$ cat config.mk
export PLATFORM = sky130hd
export DESIGN_NAME = epu_engine
export DESIGN_NICKNAME = d
export VERILOG_FILES = /design/src/design/epu_pkg.sv /design/src/design/epu_engine.sv
export SDC_FILE = /design/constraint.sdc
export NUM_CORES = 1
export LEC_CHECK = 0
export ABC_CLOCK_PERIOD_IN_PS = 5750
export BUFFER_PORTS_ARGS = -buffer_cell sky130_fd_sc_hd__buf_4
export CORE_MARGIN = 2
export CORE_UTILIZATION = 55
export CTS_CLUSTER_DIAMETER = 80
export DETAILED_ROUTE_END_ITERATION = 10
export PLACE_DENSITY = 0.76
export SYNTH_ARGS = -nofsm -noshare
export SYNTH_HDL_FRONTEND = slang
export SYNTH_SLANG_ARGS = --single-unit
$ cat constraint.sdc
create_clock -name clk -period 5.75 [get_ports clk]
set_input_delay 0.2875 -clock clk [delete_from_list [all_inputs] [get_ports clk]]
set_output_delay 0.2875 -clock clk [all_outputs]
set_load 0.02 [all_outputs]
$ cat src/design/epu_pkg.sv
`default_nettype none

package epu_pkg;

  // word and address widths.
  localparam int WORD_W      = 32;
  localparam int ADDR_W      = 9;
  localparam int DEPTH       = 512;
  localparam int BYTE_ADDR_W = 11;

  // element count runs 1..DEPTH, so one bit wider than the address.
  localparam int CNT_W  = 10;
  localparam int COEF_W = 16;  // signed weight and scale.

  // host buffer select.
  typedef enum logic {
    SEL_BIAS   = 1'b0,
    SEL_WEIGHT = 1'b1
  } buf_sel_e;

  // who read the sram in the previous cycle.
  typedef enum logic [1:0] {
    OWN_NONE   = 2'd0,
    OWN_HOST   = 2'd1,
    OWN_ENGINE = 2'd2
  } owner_e;

  // engine control states.
  typedef enum logic [1:0] {
    E_IDLE  = 2'd0,
    E_RUN   = 2'd1,
    E_DRAIN = 2'd2
  } eng_state_e;

endpackage

`default_nettype wire

$ cat src/design/epu_engine.sv
`default_nettype none

module epu_engine (
  input  logic                       clk,
  input  logic                       rst,
  input  logic                       start_i,
  input  logic [epu_pkg::CNT_W-1:0]  count_i,
  input  logic [epu_pkg::COEF_W-1:0] scale_i,
  input  logic                       bias_gnt_i,
  input  logic                       weight_gnt_i,
  input  logic [epu_pkg::WORD_W-1:0] bias_rdata_i,
  input  logic [epu_pkg::WORD_W-1:0] weight_rdata_i,
  output logic                       eng_req_o,
  output logic [epu_pkg::ADDR_W-1:0] eng_addr_o,
  output logic                       res_valid_o,
  output logic [epu_pkg::ADDR_W-1:0] res_index_o,
  output logic [epu_pkg::WORD_W-1:0] res_data_o,
  output logic                       done_o,
  output logic                       busy_o
);

  import epu_pkg::*;

  eng_state_e               state_q;
  logic [CNT_W-1:0]         count_q;
  logic signed [COEF_W-1:0] scale_q;
  logic [ADDR_W-1:0]        addr_q;
  logic                     issue;
  logic                     last_issue;
  logic                     rd_valid_q;
  logic                     rd_last_q;
  logic [ADDR_W-1:0]        rd_idx_q;
  logic signed [WORD_W-1:0] prod;

  assign issue      = (state_q == E_RUN) & bias_gnt_i & weight_gnt_i;
  assign last_issue = issue & ({1'b0, addr_q} == count_q - CNT_W'(1));

  always_ff @(posedge clk, posedge rst) begin
    if (rst) begin
      state_q <= E_IDLE;
      addr_q  <= '0;
    end else begin
      case (state_q)
        E_IDLE: begin
          if (start_i && count_i != '0) begin
            state_q <= E_RUN;
            addr_q  <= '0;
          end
        end
        E_RUN: begin
          if (last_issue) begin
            state_q <= E_DRAIN;
          end else if (issue) begin
            addr_q <= addr_q + ADDR_W'(1);
          end
        end
        E_DRAIN: begin
          if (done_o) begin
            state_q <= E_IDLE;  // busy drops a cycle after done.
          end
        end
        default: state_q <= E_IDLE;
      endcase
    end
  end

  always_ff @(posedge clk) begin
    if (state_q == E_IDLE && start_i) begin
      count_q <= count_i;
      scale_q <= scale_i;
    end
  end

  // read stage, data lands a cycle after the issue.
  always_ff @(posedge clk, posedge rst) begin
    if (rst) begin
      rd_valid_q <= 1'b0;
      rd_last_q  <= 1'b0;
    end else begin
      rd_valid_q <= issue;
      rd_last_q  <= last_issue;
    end
  end

  always_ff @(posedge clk) begin
    if (issue) begin
      rd_idx_q <= addr_q;
    end
  end

  // weight is the signed low half of the word.
  assign prod = $signed(weight_rdata_i[COEF_W-1:0]) * scale_q;

  always_ff @(posedge clk, posedge rst) begin
    if (rst) begin
      res_valid_o <= 1'b0;
      done_o      <= 1'b0;
    end else begin
      res_valid_o <= rd_valid_q;
      done_o      <= rd_valid_q & rd_last_q;
    end
  end

  always_ff @(posedge clk) begin
    if (rd_valid_q) begin
      res_index_o <= rd_idx_q;
      res_data_o  <= prod + bias_rdata_i;  // wraps at 32 bits.
    end
  end

  assign eng_req_o  = (state_q == E_RUN);
  assign eng_addr_o = addr_q;
  assign busy_o     = (state_q != E_IDLE);

endmodule

`default_nettype wire

==> results.py, run 1 <==
metrics = {
    "yosys": {
        "seq_area_frac_synth_pct": 18.70,
        "yosys-top-cells-area": "fa_1 (41%), edfxtp_1 (16%), inv_1 (9.1%)",
        "syn_avg_cell_area_sq_um": 10.29,
        "synth-edff-count": 76,
        "syn-num-nets": 1869,
        "yosysTopAreaCell": "fa_1",
        "syn_inst": 1382,
        "yosys_warnings": 0,
        "yosysTopAreaCellShare_pct": 41.12,
        "ys.flop_type": "edfxtp_1",
        "synth_area_sq_um": 14210,
        "synth_seq_cells": 91,
        "async_reset_ff_share_pct": 16.48,
        "yosysUniqueCellTypes": 51,
    },
    "timing": {
        "hold_viol": 13,
        "rsz0062_at_grt": "yes",
        "skew_ps": 15.46,
        "fmax_mhz": 168.8,
        "timing.hold.ws_ps": -17.37,
        "max_slew.worst_pin.slew_ps": 1140,
        "fin_crit_sh_pct": 103.0,
        "report.final.slew_viol_count": 0,
        "setup_violations": 10,
        "relSlewSlack_pct": 23.97,
        "min_period_ps": 5923,
        "setup_slack_ps": -173.3,
    },
    "cts": {
        "clk_path_buf_depth": 2,
        "clk_latency_ps": 360,
        "cts-root-buf": "clkbuf_16",
        "path_clk_slew_ps": 90,
        "htree_levels": 3,
        "cts_tree": "done",
        "postCtsHoldBufs": 0,
        "cts_sinks": 91,
        "numCtsBuffers": 9,
    },
    "place": {
        "hpwl_um": 28680,
        "io_buffers": 132,
        "dp_slack_ps": -395.2,
        "gp_congestion": 0.9268,
    },
    "routing": {
        "routedWlPerCell_um": 17.85,
        "drtPass1Iterations": 6,
        "drc": 0,
        "detail-route-antenna-nets": 0,
        "dr.first_iter.drc_count": 882,
        "vias": 10670,
        "wl_um": 35640,
        "viasPerCell": 5.344,
    },
    "pwr": {
        "powerDensity_nw_per_um2": 641.0,
        "vdd_drop_max_mv": 0.7556,
        "leakagePower_nw": 8.639,
        "p_total_w": 0.01133,
    },
    "floorplan": {
        "die_w_um": 164.8,
        "die_h_um": 164.8,
        "rows": 58,
        "die_area_sq_um": 27150,
        "start_util_pct": 56.29,
        "ios": 149,
        "core-area_sq_um": 25250,
    },
    "worst_setup_path": {
        "rr_endpoint": "res_data_o[28]$_DFFE_PP_",
        "cp_max_fo": 7,
        "end_kind": "flip-flop",
        "crit_path_start_kind": "flip-flop",
        "crit_type": "flip-flop to flip-flop",
        "r2r-start": "scale_q[4]$_DFFE_PP_",
        "critical_path.startpoint": "scale_q[4]$_DFFE_PP_",
        "worst_r2r_path_depth": 21,
        "timing.critical_path.to": "res_data_o[28]$_DFFE_PP_",
        "r2r_slack_ps": -170,
        "required_ps": 5860,
        "cp.arrival_ps": 6030,
    },
    "finish": {
        "nets": 2149,
        "final_util_pct": 70.00,
        "area_growth_pct": 24.36,
        "nFillCells": 1786,
        "layout-drive-gt1-share_pct": 26.27,
        "diodes": 0,
    },
    "job": {
        "drv_cap": 0,
    },
    "outcome": {
        "violations": "negative hold slack, negative setup slack",
        "status": "complete, but fails checks",
    },
    "grt": {
        "grt_max_degree": 44,
        "antenna_found_initial": 0,
        "grt_pass1_wl_um": 56970,
        "grt_pass1_vias": 11770,
        "grt_usage_pct": 27.53,
        "gr-total-overflow": 0,
    },
    "worst_hold_path": {
        "hold_path.class": "primary input to async pin",
    },
}
==> where the power goes <==
part | internal [W] | switching, W
Clock | 0.000316 | 0.000334
Sequential | 0.00106 | 0
Combinational | 0.00482 | 0.00481
Total | 0.00619 | 0.00515
==> layer usage <==
layer	global-route usage (%)	wire, um	up-vias
met5	0	0	-
met4	9.684	1242	0
met3	4.269	2379	97
met2	48.76	18060	434
met1	34.44	13960	5400
li1	-	-	4741
==> layout by cell type, fill, tap and decap left out, drive strengths merged, types with 2 or more instances in the layout <==
master,Yosys,final
a211o,2,2
a211oi,6,6
a21o,12,12
a21oi,26,26
a31o,3,3
a31oi,2,2
and2,120,120
and3,8,8
buf,1,302
clkbuf,32,9
clkinv,1,5
dfrtp,15,15
edfxtp,76,76
fa,292,292
ha,100,100
inv,343,346
nand2,141,141
nand2b,12,12
nand3,7,7
nand3b,3,3
nand4,4,4
nor2,32,32
nor2b,2,2
nor3,14,14
nor4,3,3
o211ai,3,3
o21a,14,14
o21ai,24,24
o21ba,2,2
o21bai,4,4
o31a,2,2
o31ai,3,3
or3,8,8
or4,3,3
xnor2,39,39
xor2,12,12
==> sequential cells by signal, indices dropped and copies added, names as in the netlist <==
signal and count:
res_index_o 9, rd_last_q 1, done_o 1, scale_q 16, res_valid_o 1, eng_addr_o 9, res_data_o 32, count_q 10
rd_idx_q 9, rd_valid_q 1, state_q 2
==> logic make-up (layout without fill, tap and decap cells) <==
kind of cell | after synthesis | after routing | share of synthesized area [%]
compound gates | 110 | 110 | 5.281
xor+xnor | 51 | 51 | 3.142
fa+ha+maj | 392 | 392 | 49.93
flops | 91 | 91 | 18.70
buf+inv | 377 | 662 | 10.01
simple gates | 361 | 361 | 12.95
==> how the worst min path moves through the flow <==
| stage | from | end | cells after the start |
|---|---|---|---|
| 2_1_floorplan | rst | done_o$_DFF_PP0_ | 1 |
| 3_3_place_gp | rst | state_q[0]$_DFFE_PP0P_ | 2 |
| 3_5_place_dp | rst | state_q[0]$_DFFE_PP0P_ | 2 |
| 4_1_cts | rst | eng_addr_o[7]$_DFFE_PP0P_ | 2 |
| 5_1_grt | rst | state_q[0]$_DFFE_PP0P_ | 2 |
| 6_report | rst | state_q[0]$_DFFE_PP0P_ | 2 |
==> repair_timing <==
action | CTS | global route
pin swaps | 47 | 54
gates cloned | 0 | 0
endpoints found under the setup margin | 12 | 15
buffers inserted | 17 | 15
resized for setup | 61 | 79
==> stage by stage <==
step                TNS (ps)  cells  area, sq um  hold WS, ps
finish                -830.6   1997        17680       -17.37
global route           -2517   1997        17680        44.71
floorplan                  0   1382        14230        189.0
CTS                   -213.0   1983        17290        14.10
global placement       -1547   1950        16560        396.3
detailed placement     -2993   1950        16560        406.3
==> critical path, cell delays in order (launching register included) <==
cell,delay (ps)
edfxtp_1,430
buf_6,160
and2_4,150
fa_1,540
inv_1,60
fa_2,540
fa_1,420
inv_2,80
fa_2,420
fa_1,490
inv_1,50
fa_1,510
inv_2,50
ha_4,280
and3_4,210
nand3_2,90
o211ai_1,100
buf_4,150
o21bai_4,70
a2111o_1,490
a31o_2,250
xnor2_1,120
==> cell type report <==
cell class | instances | area, sq um | share of cell area (%)
multi-input combinational | 914 | 10670 | 60.35
sequential | 91 | 2659 | 15.04
timing repair buffer | 302 | 2330 | 13.18
inverter | 344 | 1291 | 7.304
tap | 330 | 412.9 | 2.336
clock buffer | 9 | 225.2 | 1.274
clock inverter | 7 | 91.34 | 0.5167
==> cell usage after synthesis (4+ instances only) <==
master and instances:
inv_1 343, o21ai_1 8, and3_1 8, a21oi_1 26, nor3_1 14, a21o_1 12, dfrtp_1 15, nand2_1 141
nand3_1 7, nand2b_1 12, a211oi_1 6, o21ai_0 16, o21bai_1 4, ha_1 100, and2_1 120, clkbuf_1 32
xor2_1 12, nand4_1 4, edfxtp_1 76, o21a_1 13, or3_1 8, nor2_1 32, xnor2_1 39, fa_1 292
Power figures use the tool's default switching activity.
==> run 2: changes to the inputs <==
ABC_CLOCK_PERIOD_IN_PS = 6800   (was 5750)
CAP_MARGIN = 25   (was not set)
PLACE_DENSITY = 0.73   (was 0.76)
SLEW_MARGIN = 30   (was not set)
clock period = 6.8 ns   (was 5.75 ns; I/O delays follow)
==> run 2 against run 1 <==
Net effect: the run now ends clean; wire length shrank 14%; clock skew grew 4.7 ps; power shrank 39%; cell count shrank 7.5%; die area is the same; sequential share of layout area grew 1.6 points; setup slack gained 420 ps; count of clock-buffer cells in the layout is the same; utilization shrank 6.8 points; final area shrank 9.7%; maximum frequency shrank 9.6%; critical path type unchanged; critical endpoint is now res_data_o[31]$_DFFE_PP_.
==> results.py, run 2 (same netlist as run 1, synthesis figures left out) <==
metrics = {
    "finish": {
        "nFillCells": 2052,
        "stdcell_count": 1847,
        "area_growth_pct": 12.25,
        "regMostFlops": "res_data_o",
        "nets": 1999,
        "layout-drive-gt1-share_pct": 11.73,
        "layout_commonest_cell": "inv_1",
        "final_util_pct": 63.18,
        "largestRegisters": "res_data_o (32), scale_q (16), count_q (10)",
        "diodes": 0,
        "largest_reg_flops": 32,
        "mostFrequentLayoutCells": "inv_1 (343), fa_1 (292), buf_4 (152)",
    },
    "pwr": {
        "vdd_drop_max_mv": 0.6899,
        "leakagePower_nw": 7.852,
        "powerDensity_nw_per_um2": 432.2,
    },
    "routing": {
        "viasPerCell": 5.271,
        "drtPass1Iterations": 5,
        "wl_um": 30820,
        "routedWlPerCell_um": 16.68,
        "dr.first_iter.drc_count": 522,
        "drc": 0,
        "vias": 9736,
        "detail-route-antenna-nets": 0,
    },
    "place": {
        "io_buffers": 132,
        "gp_congestion": 0.8520,
        "place_inst": 1831,
        "hpwl_um": 25360,
    },
    "floorplan": {
        "core-area_sq_um": 25250,
        "ios": 149,
        "die_w_um": 164.8,
        "die_h_um": 164.8,
        "start_util_pct": 56.29,
        "rows": 58,
        "die_area_sq_um": 27150,
    },
    "timing": {
        "hold_viol": 0,
        "rsz0062_at_grt": "no",
        "tns_ps": 0,
        "min_period_ps": 6556,
        "skew_ps": 20.19,
        "report.final.slew_viol_count": 0,
        "setup_violations": 0,
        "fin_crit_sh_pct": 96.41,
        "relSlewSlack_pct": 37.08,
        "max_slew.worst_pin.slew_ps": 941.8,
        "timing.hold.ws_ps": 53.13,
        "fmax_mhz": 152.5,
    },
    "worst_setup_path": {
        "end_kind": "flip-flop",
        "cp_max_fo": 16,
        "path_cells": "and2_1 -> fa_1 -> inv_1 -> fa_1 -> fa_1 -> inv_1 -> fa_1 -> fa_1 -> inv_1 -> fa_1 -> inv_1 -> ha_1 -> and3_1 -> and3_1 -> o211ai_1 -> a31oi_1 -> o31ai_1 -> o21ai_0 -> xnor2_1",
        "slowest_stage": "edfxtp_1",
        "crit_type": "flip-flop to flip-flop",
        "cp.arrival_ps": 6670,
        "crit_path_start_kind": "flip-flop",
        "required_ps": 6910,
        "crit_path_frequent_cell": "fa_1",
        "slowest_delay_ps": 680,
    },
    "outcome": {
        "status": "finished, final reports clean",
    },
    "grt": {
        "grt_usage_pct": 24.94,
        "grt_pass1_wl_um": 52110,
        "gr-total-overflow": 0,
        "grt_max_degree": 44,
        "antenna_found_initial": 0,
        "grt_pass1_vias": 10590,
    },
    "worst_hold_path": {
        "hold_path.class": "primary input to async pin",
    },
    "cts": {
        "cts-root-buf": "clkbuf_16",
        "cts_sinks": 91,
        "cts_setup_buffers": 0,
        "path_clk_slew_ps": 90,
        "htree_levels": 3,
        "numCtsBuffers": 9,
        "postCtsHoldBufs": 0,
        "cts_tree": "done",
        "clk_path_buf_depth": 2,
        "cts_resized": 0,
        "clk_latency_ps": 360,
    },
    "job": {
        "drv_cap": 0,
    },
}
[run 2: cell count changes in the layout (fill, tap and decap cells not counted), sizes merged]
cell  delta
buf    -150
[run 2: through the flow]
stage,power (W),setup WS (ps),area [sq um]
floorplan,0.005130,849.6,14210
global placement,0.006216,319.5,15640
detailed placement,0.006358,248.4,15640
CTS,0.006920,239.0,15960
global route,0.007704,32.54,15960
finish,0.006897,244.2,15960
[run 2: final cells by class]
type | instances | area, sq um | area share, %
clock inverter | 7 | 88.84 | 0.5567
multi-input combinational | 914 | 10140 | 63.52
timing repair buffer | 152 | 1141 | 7.151
inverter | 344 | 1291 | 8.092
tap | 330 | 412.9 | 2.588
sequential | 91 | 2661 | 16.68
clock buffer | 9 | 225.2 | 1.411
[run 2: metal layers]
metal  share of wire, %  vias to the layer above  track usage, %
met5                  0                        -               0
met4                2.3                        0           6.719
met3                6.9                       45           3.993
met2                 50                      336           42.54
met1                 41                     4916           33.45
li1                   -                     4439               -
[run 2: worst paths after layout]
kind | from | endpoint | slack, ps | depth (start not counted)
max | scale_q[5]$_DFFE_PP_ | res_data_o[31]$_DFFE_PP_ | 240 | 19
min | rst | eng_addr_o[3]$_DFFE_PP0P_ | 50 | 2
max reg2reg | scale_q[5]$_DFFE_PP_ | res_data_o[31]$_DFFE_PP_ | 240 | 19
min reg2reg | rd_idx_q[7]$_DFFE_PP_ | res_index_o[7]$_DFFE_PP_ | 420 | 0
max in group asynchronous | rst | rd_valid_q$_DFF_PP0_ | 6280 | 2
min in group clk | count_i[6] | count_q[6]$_DFFE_PP_ | 160 | 1
[run 2: power by group]
part           internal [W]  switching (W)
clock              0.000266       0.000273
combinational       0.00244        0.00302
sequential         0.000893              0
[run 2: worst max-delay path: cells and delay by family (launching register included)]
family          cells  cell delay, ps
flops               1             680
simple gates        3             740
buf+inv             4             190
compound gates      4            1260
xor+xnor            1             150
fa+ha+maj           7            3280
==> run 3: changes to the inputs <==
--- a/config.mk
+++ b/config.mk
@@ -6,5 +6,5 @@
 export NUM_CORES = 1
 export LEC_CHECK = 0
-export ABC_CLOCK_PERIOD_IN_PS = 6800
+export ABC_CLOCK_PERIOD_IN_PS = 5950
 export BUFFER_PORTS_ARGS = -buffer_cell sky130_fd_sc_hd__buf_4
 export CAP_MARGIN = 25
@@ -13,5 +13,5 @@
 export CTS_CLUSTER_DIAMETER = 80
 export DETAILED_ROUTE_END_ITERATION = 10
-export PLACE_DENSITY = 0.73
+export PLACE_DENSITY = 0.76
 export SLEW_MARGIN = 30
 export SYNTH_ARGS = -nofsm -noshare
==> constraint.sdc (replaced) <==
create_clock -name clk -period 5.95 [get_ports clk]
set_input_delay 1.19 -clock clk [delete_from_list [all_inputs] [get_ports clk]]
set_output_delay 1.19 -clock clk [all_outputs]
set_load 0.02 [all_outputs]
==> run 3 against run 2 <==
Net effect: the flow now finishes with violations (negative setup slack); count of clock-buffer cells in the layout rose by 1; final area rose by 12%; highest routed layer unchanged; utilization rose by 7.4 points; wire length rose by 8.7%; die area did not move; critical path depth did not move; clock skew fell by 8.8 ps.
==> results.py, run 3 (same netlist as run 1, synthesis figures left out) <==
metrics = {
    "worst_setup_path": {
        "required_ps": 6060,
        "path_cells": "buf_12 -> and2_4 -> fa_1 -> inv_2 -> fa_1 -> inv_1 -> fa_1 -> fa_1 -> fa_1 -> inv_2 -> fa_1 -> inv_2 -> ha_4 -> a2111oi_4 -> o211ai_1 -> o21bai_1 -> a2111o_1 -> nand2_2 -> o311a_1",
        "rr_endpoint": "res_data_o[30]$_DFFE_PP_",
        "worst_r2r_path_depth": 17,
        "end_kind": "flip-flop",
        "cp_max_fo": 7,
        "path_delay_family": "adder cells",
        "r2r_slack_ps": -10,
        "critPathBufInv": 5,
        "r2r-start": "scale_q[14]$_DFFE_PP_",
        "crit_type": "primary input to flip-flop",
        "slowest_stage": "fa_1",
        "cp.arrival_ps": 6390,
        "worst-path-stages": 19,
        "crit_path_frequent_cell": "fa_1",
        "crit_path_start_kind": "primary input",
        "slowest_delay_ps": 560,
    },
    "timing": {
        "min_period_ps": 6280,
        "relSlewSlack_pct": 38.69,
        "setup_slack_ps": -330.1,
        "report.final.slew_viol_count": 0,
        "skew_ps": 11.37,
        "fmax_mhz": 159.2,
        "setup_violations": 14,
        "fin_crit_sh_pct": 105.5,
        "hold_viol": 0,
        "rsz0062_at_grt": "yes",
        "max_slew.worst_pin.slew_ps": 917.7,
    },
    "place": {
        "hpwl_um": 27970,
        "dp_slack_ps": -717.8,
        "io_buffers": 132,
        "place_inst": 1968,
        "dpl-instance-area_sq_um": 17060,
        "gp_congestion": 0.9036,
    },
    "grt": {
        "grt_usage_pct": 27.14,
        "antenna_found_initial": 0,
        "gr-total-overflow": 0,
        "grt_pass1_wl_um": 56520,
        "grt_pass1_vias": 11700,
        "grt_max_degree": 44,
    },
    "finish": {
        "diodes": 0,
        "largestRegisters": "res_data_o (32), scale_q (16), count_q (10)",
        "stdcell_count": 1997,
        "layout-drive-gt1-share_pct": 26.03,
        "area_growth_pct": 25.45,
        "seqCellArea_sq_um": 2661,
        "stdcell_area_sq_um": 17830,
        "nFillCells": 1822,
        "layout_commonest_cell": "inv_1",
        "nets": 2149,
        "multi_input_area_sq_um": 10680,
        "mostFrequentLayoutCells": "inv_1 (327), fa_1 (276), buf_4 (274)",
        "regMostFlops": "res_data_o",
        "largest_reg_flops": 32,
    },
    "routing": {
        "vias": 10390,
        "dr.first_iter.drc_count": 453,
        "drc": 0,
        "viasPerCell": 5.200,
        "wl_um": 33500,
        "routedWlPerCell_um": 16.77,
        "drtPass1Iterations": 5,
        "detail-route-antenna-nets": 0,
    },
    "floorplan": {
        "die_area_sq_um": 27150,
        "die_w_um": 164.8,
        "start_util_pct": 56.29,
        "core-area_sq_um": 25250,
        "ios": 149,
        "die_h_um": 164.8,
        "rows": 58,
    },
    "outcome": {
        "violations": "negative setup slack",
        "status": "complete, but fails checks",
    },
    "pwr": {
        "vdd_drop_max_mv": 0.8525,
        "powerDensity_nw_per_um2": 623.1,
        "leakagePower_nw": 8.730,
    },
    "cts": {
        "clk_path_buf_depth": 2,
        "cts-root-buf": "clkbuf_16",
        "path_clk_slew_ps": 70,
        "postCtsHoldBufs": 0,
        "cts_sinks": 91,
        "htree_levels": 3,
        "clk_latency_ps": 350,
        "numCtsBuffers": 9,
        "cts_tree": "done",
    },
    "worst_hold_path": {
        "hold_path.class": "flip-flop to flip-flop",
        "holdPathStages": 0,
        "hold_end": "res_index_o[6]$_DFFE_PP_",
        "hp-start": "rd_idx_q[6]$_DFFE_PP_",
    },
    "job": {
        "drv_cap": 0,
    },
}
-- run 3: cell count changes in the layout (fill, tap and decap cells not counted), moves of 16 or more --
cell and delta:
inv_1 -16, buf_4 +122, fa_1 -16, inv_2 +16, buf_6 +16, ha_1 -16, fa_2 +16
-- run 3: repair_timing --
action,in CTS,in global routing
endpoints found under the setup margin,14,19
pin swaps,56,44
setup buffers,10,4
gates resized for setup,58,39
hold endpoints to repair,0,0
-- run 3: metrics by stage --
stage / hold slack [ps] / utilization [%] / setup TNS [ps] / total power [W]
2_1_floorplan: 400.3 / - / -1853 / 0.006687
3_3_place_gp: 400.9 / 67.55 / -9113 / 0.009320
3_5_place_dp: 406.6 / 67.55 / -9596 / 0.009569
4_1_cts: 424.5 / 69.98 / -1893 / 0.01065
5_1_grt: 430.0 / 70.61 / -5030 / 0.01217
6_report: 423.9 / 70.61 / -3066 / 0.01111
-- run 3: power by group --
part,internal (W),leakage (nW),switching (W)
combinational,0.00484,7.68,0.00465
sequential,0.00102,0.891,0
clock,0.000321,0.154,0.000282
-- run 3: area by class of cell --
type	instances	share of cell area (%)
Multi-Input combinational cell	914	59.90
Timing Repair Buffer	302	13.86
Tap cell	330	2.315
Clock inverter	6	0.3508
Inverter	344	7.241
Sequential cell	91	14.92
Clock buffer	10	1.403
-- run 3: worst max path at each step --
stage | startpoint | to | slack [ps]
after global placement | weight_rdata_i[7] | res_data_o[28]$_DFFE_PP_ | -680
after global routing | weight_rdata_i[5] | res_data_o[31]$_DFFE_PP_ | -440
final | weight_rdata_i[5] | res_data_o[30]$_DFFE_PP_ | -330
after floorplan | weight_rdata_i[15] | res_data_o[30]$_DFFE_PP_ | -330
after detailed placement | weight_rdata_i[9] | res_data_o[28]$_DFFE_PP_ | -720
after CTS | weight_rdata_i[6] | res_data_o[28]$_DFFE_PP_ | -280
-- run 3: routing by layer --
metal	up-vias	wire (um)	GRT usage [%]	share of wire, %
li1	4755	-	-	-
met1	5277	13110	33.06	39
met2	273	17880	49.14	53
met3	80	1388	3.666	4.1
met4	0	1113	10.28	3.3
met5	-	0	0	0
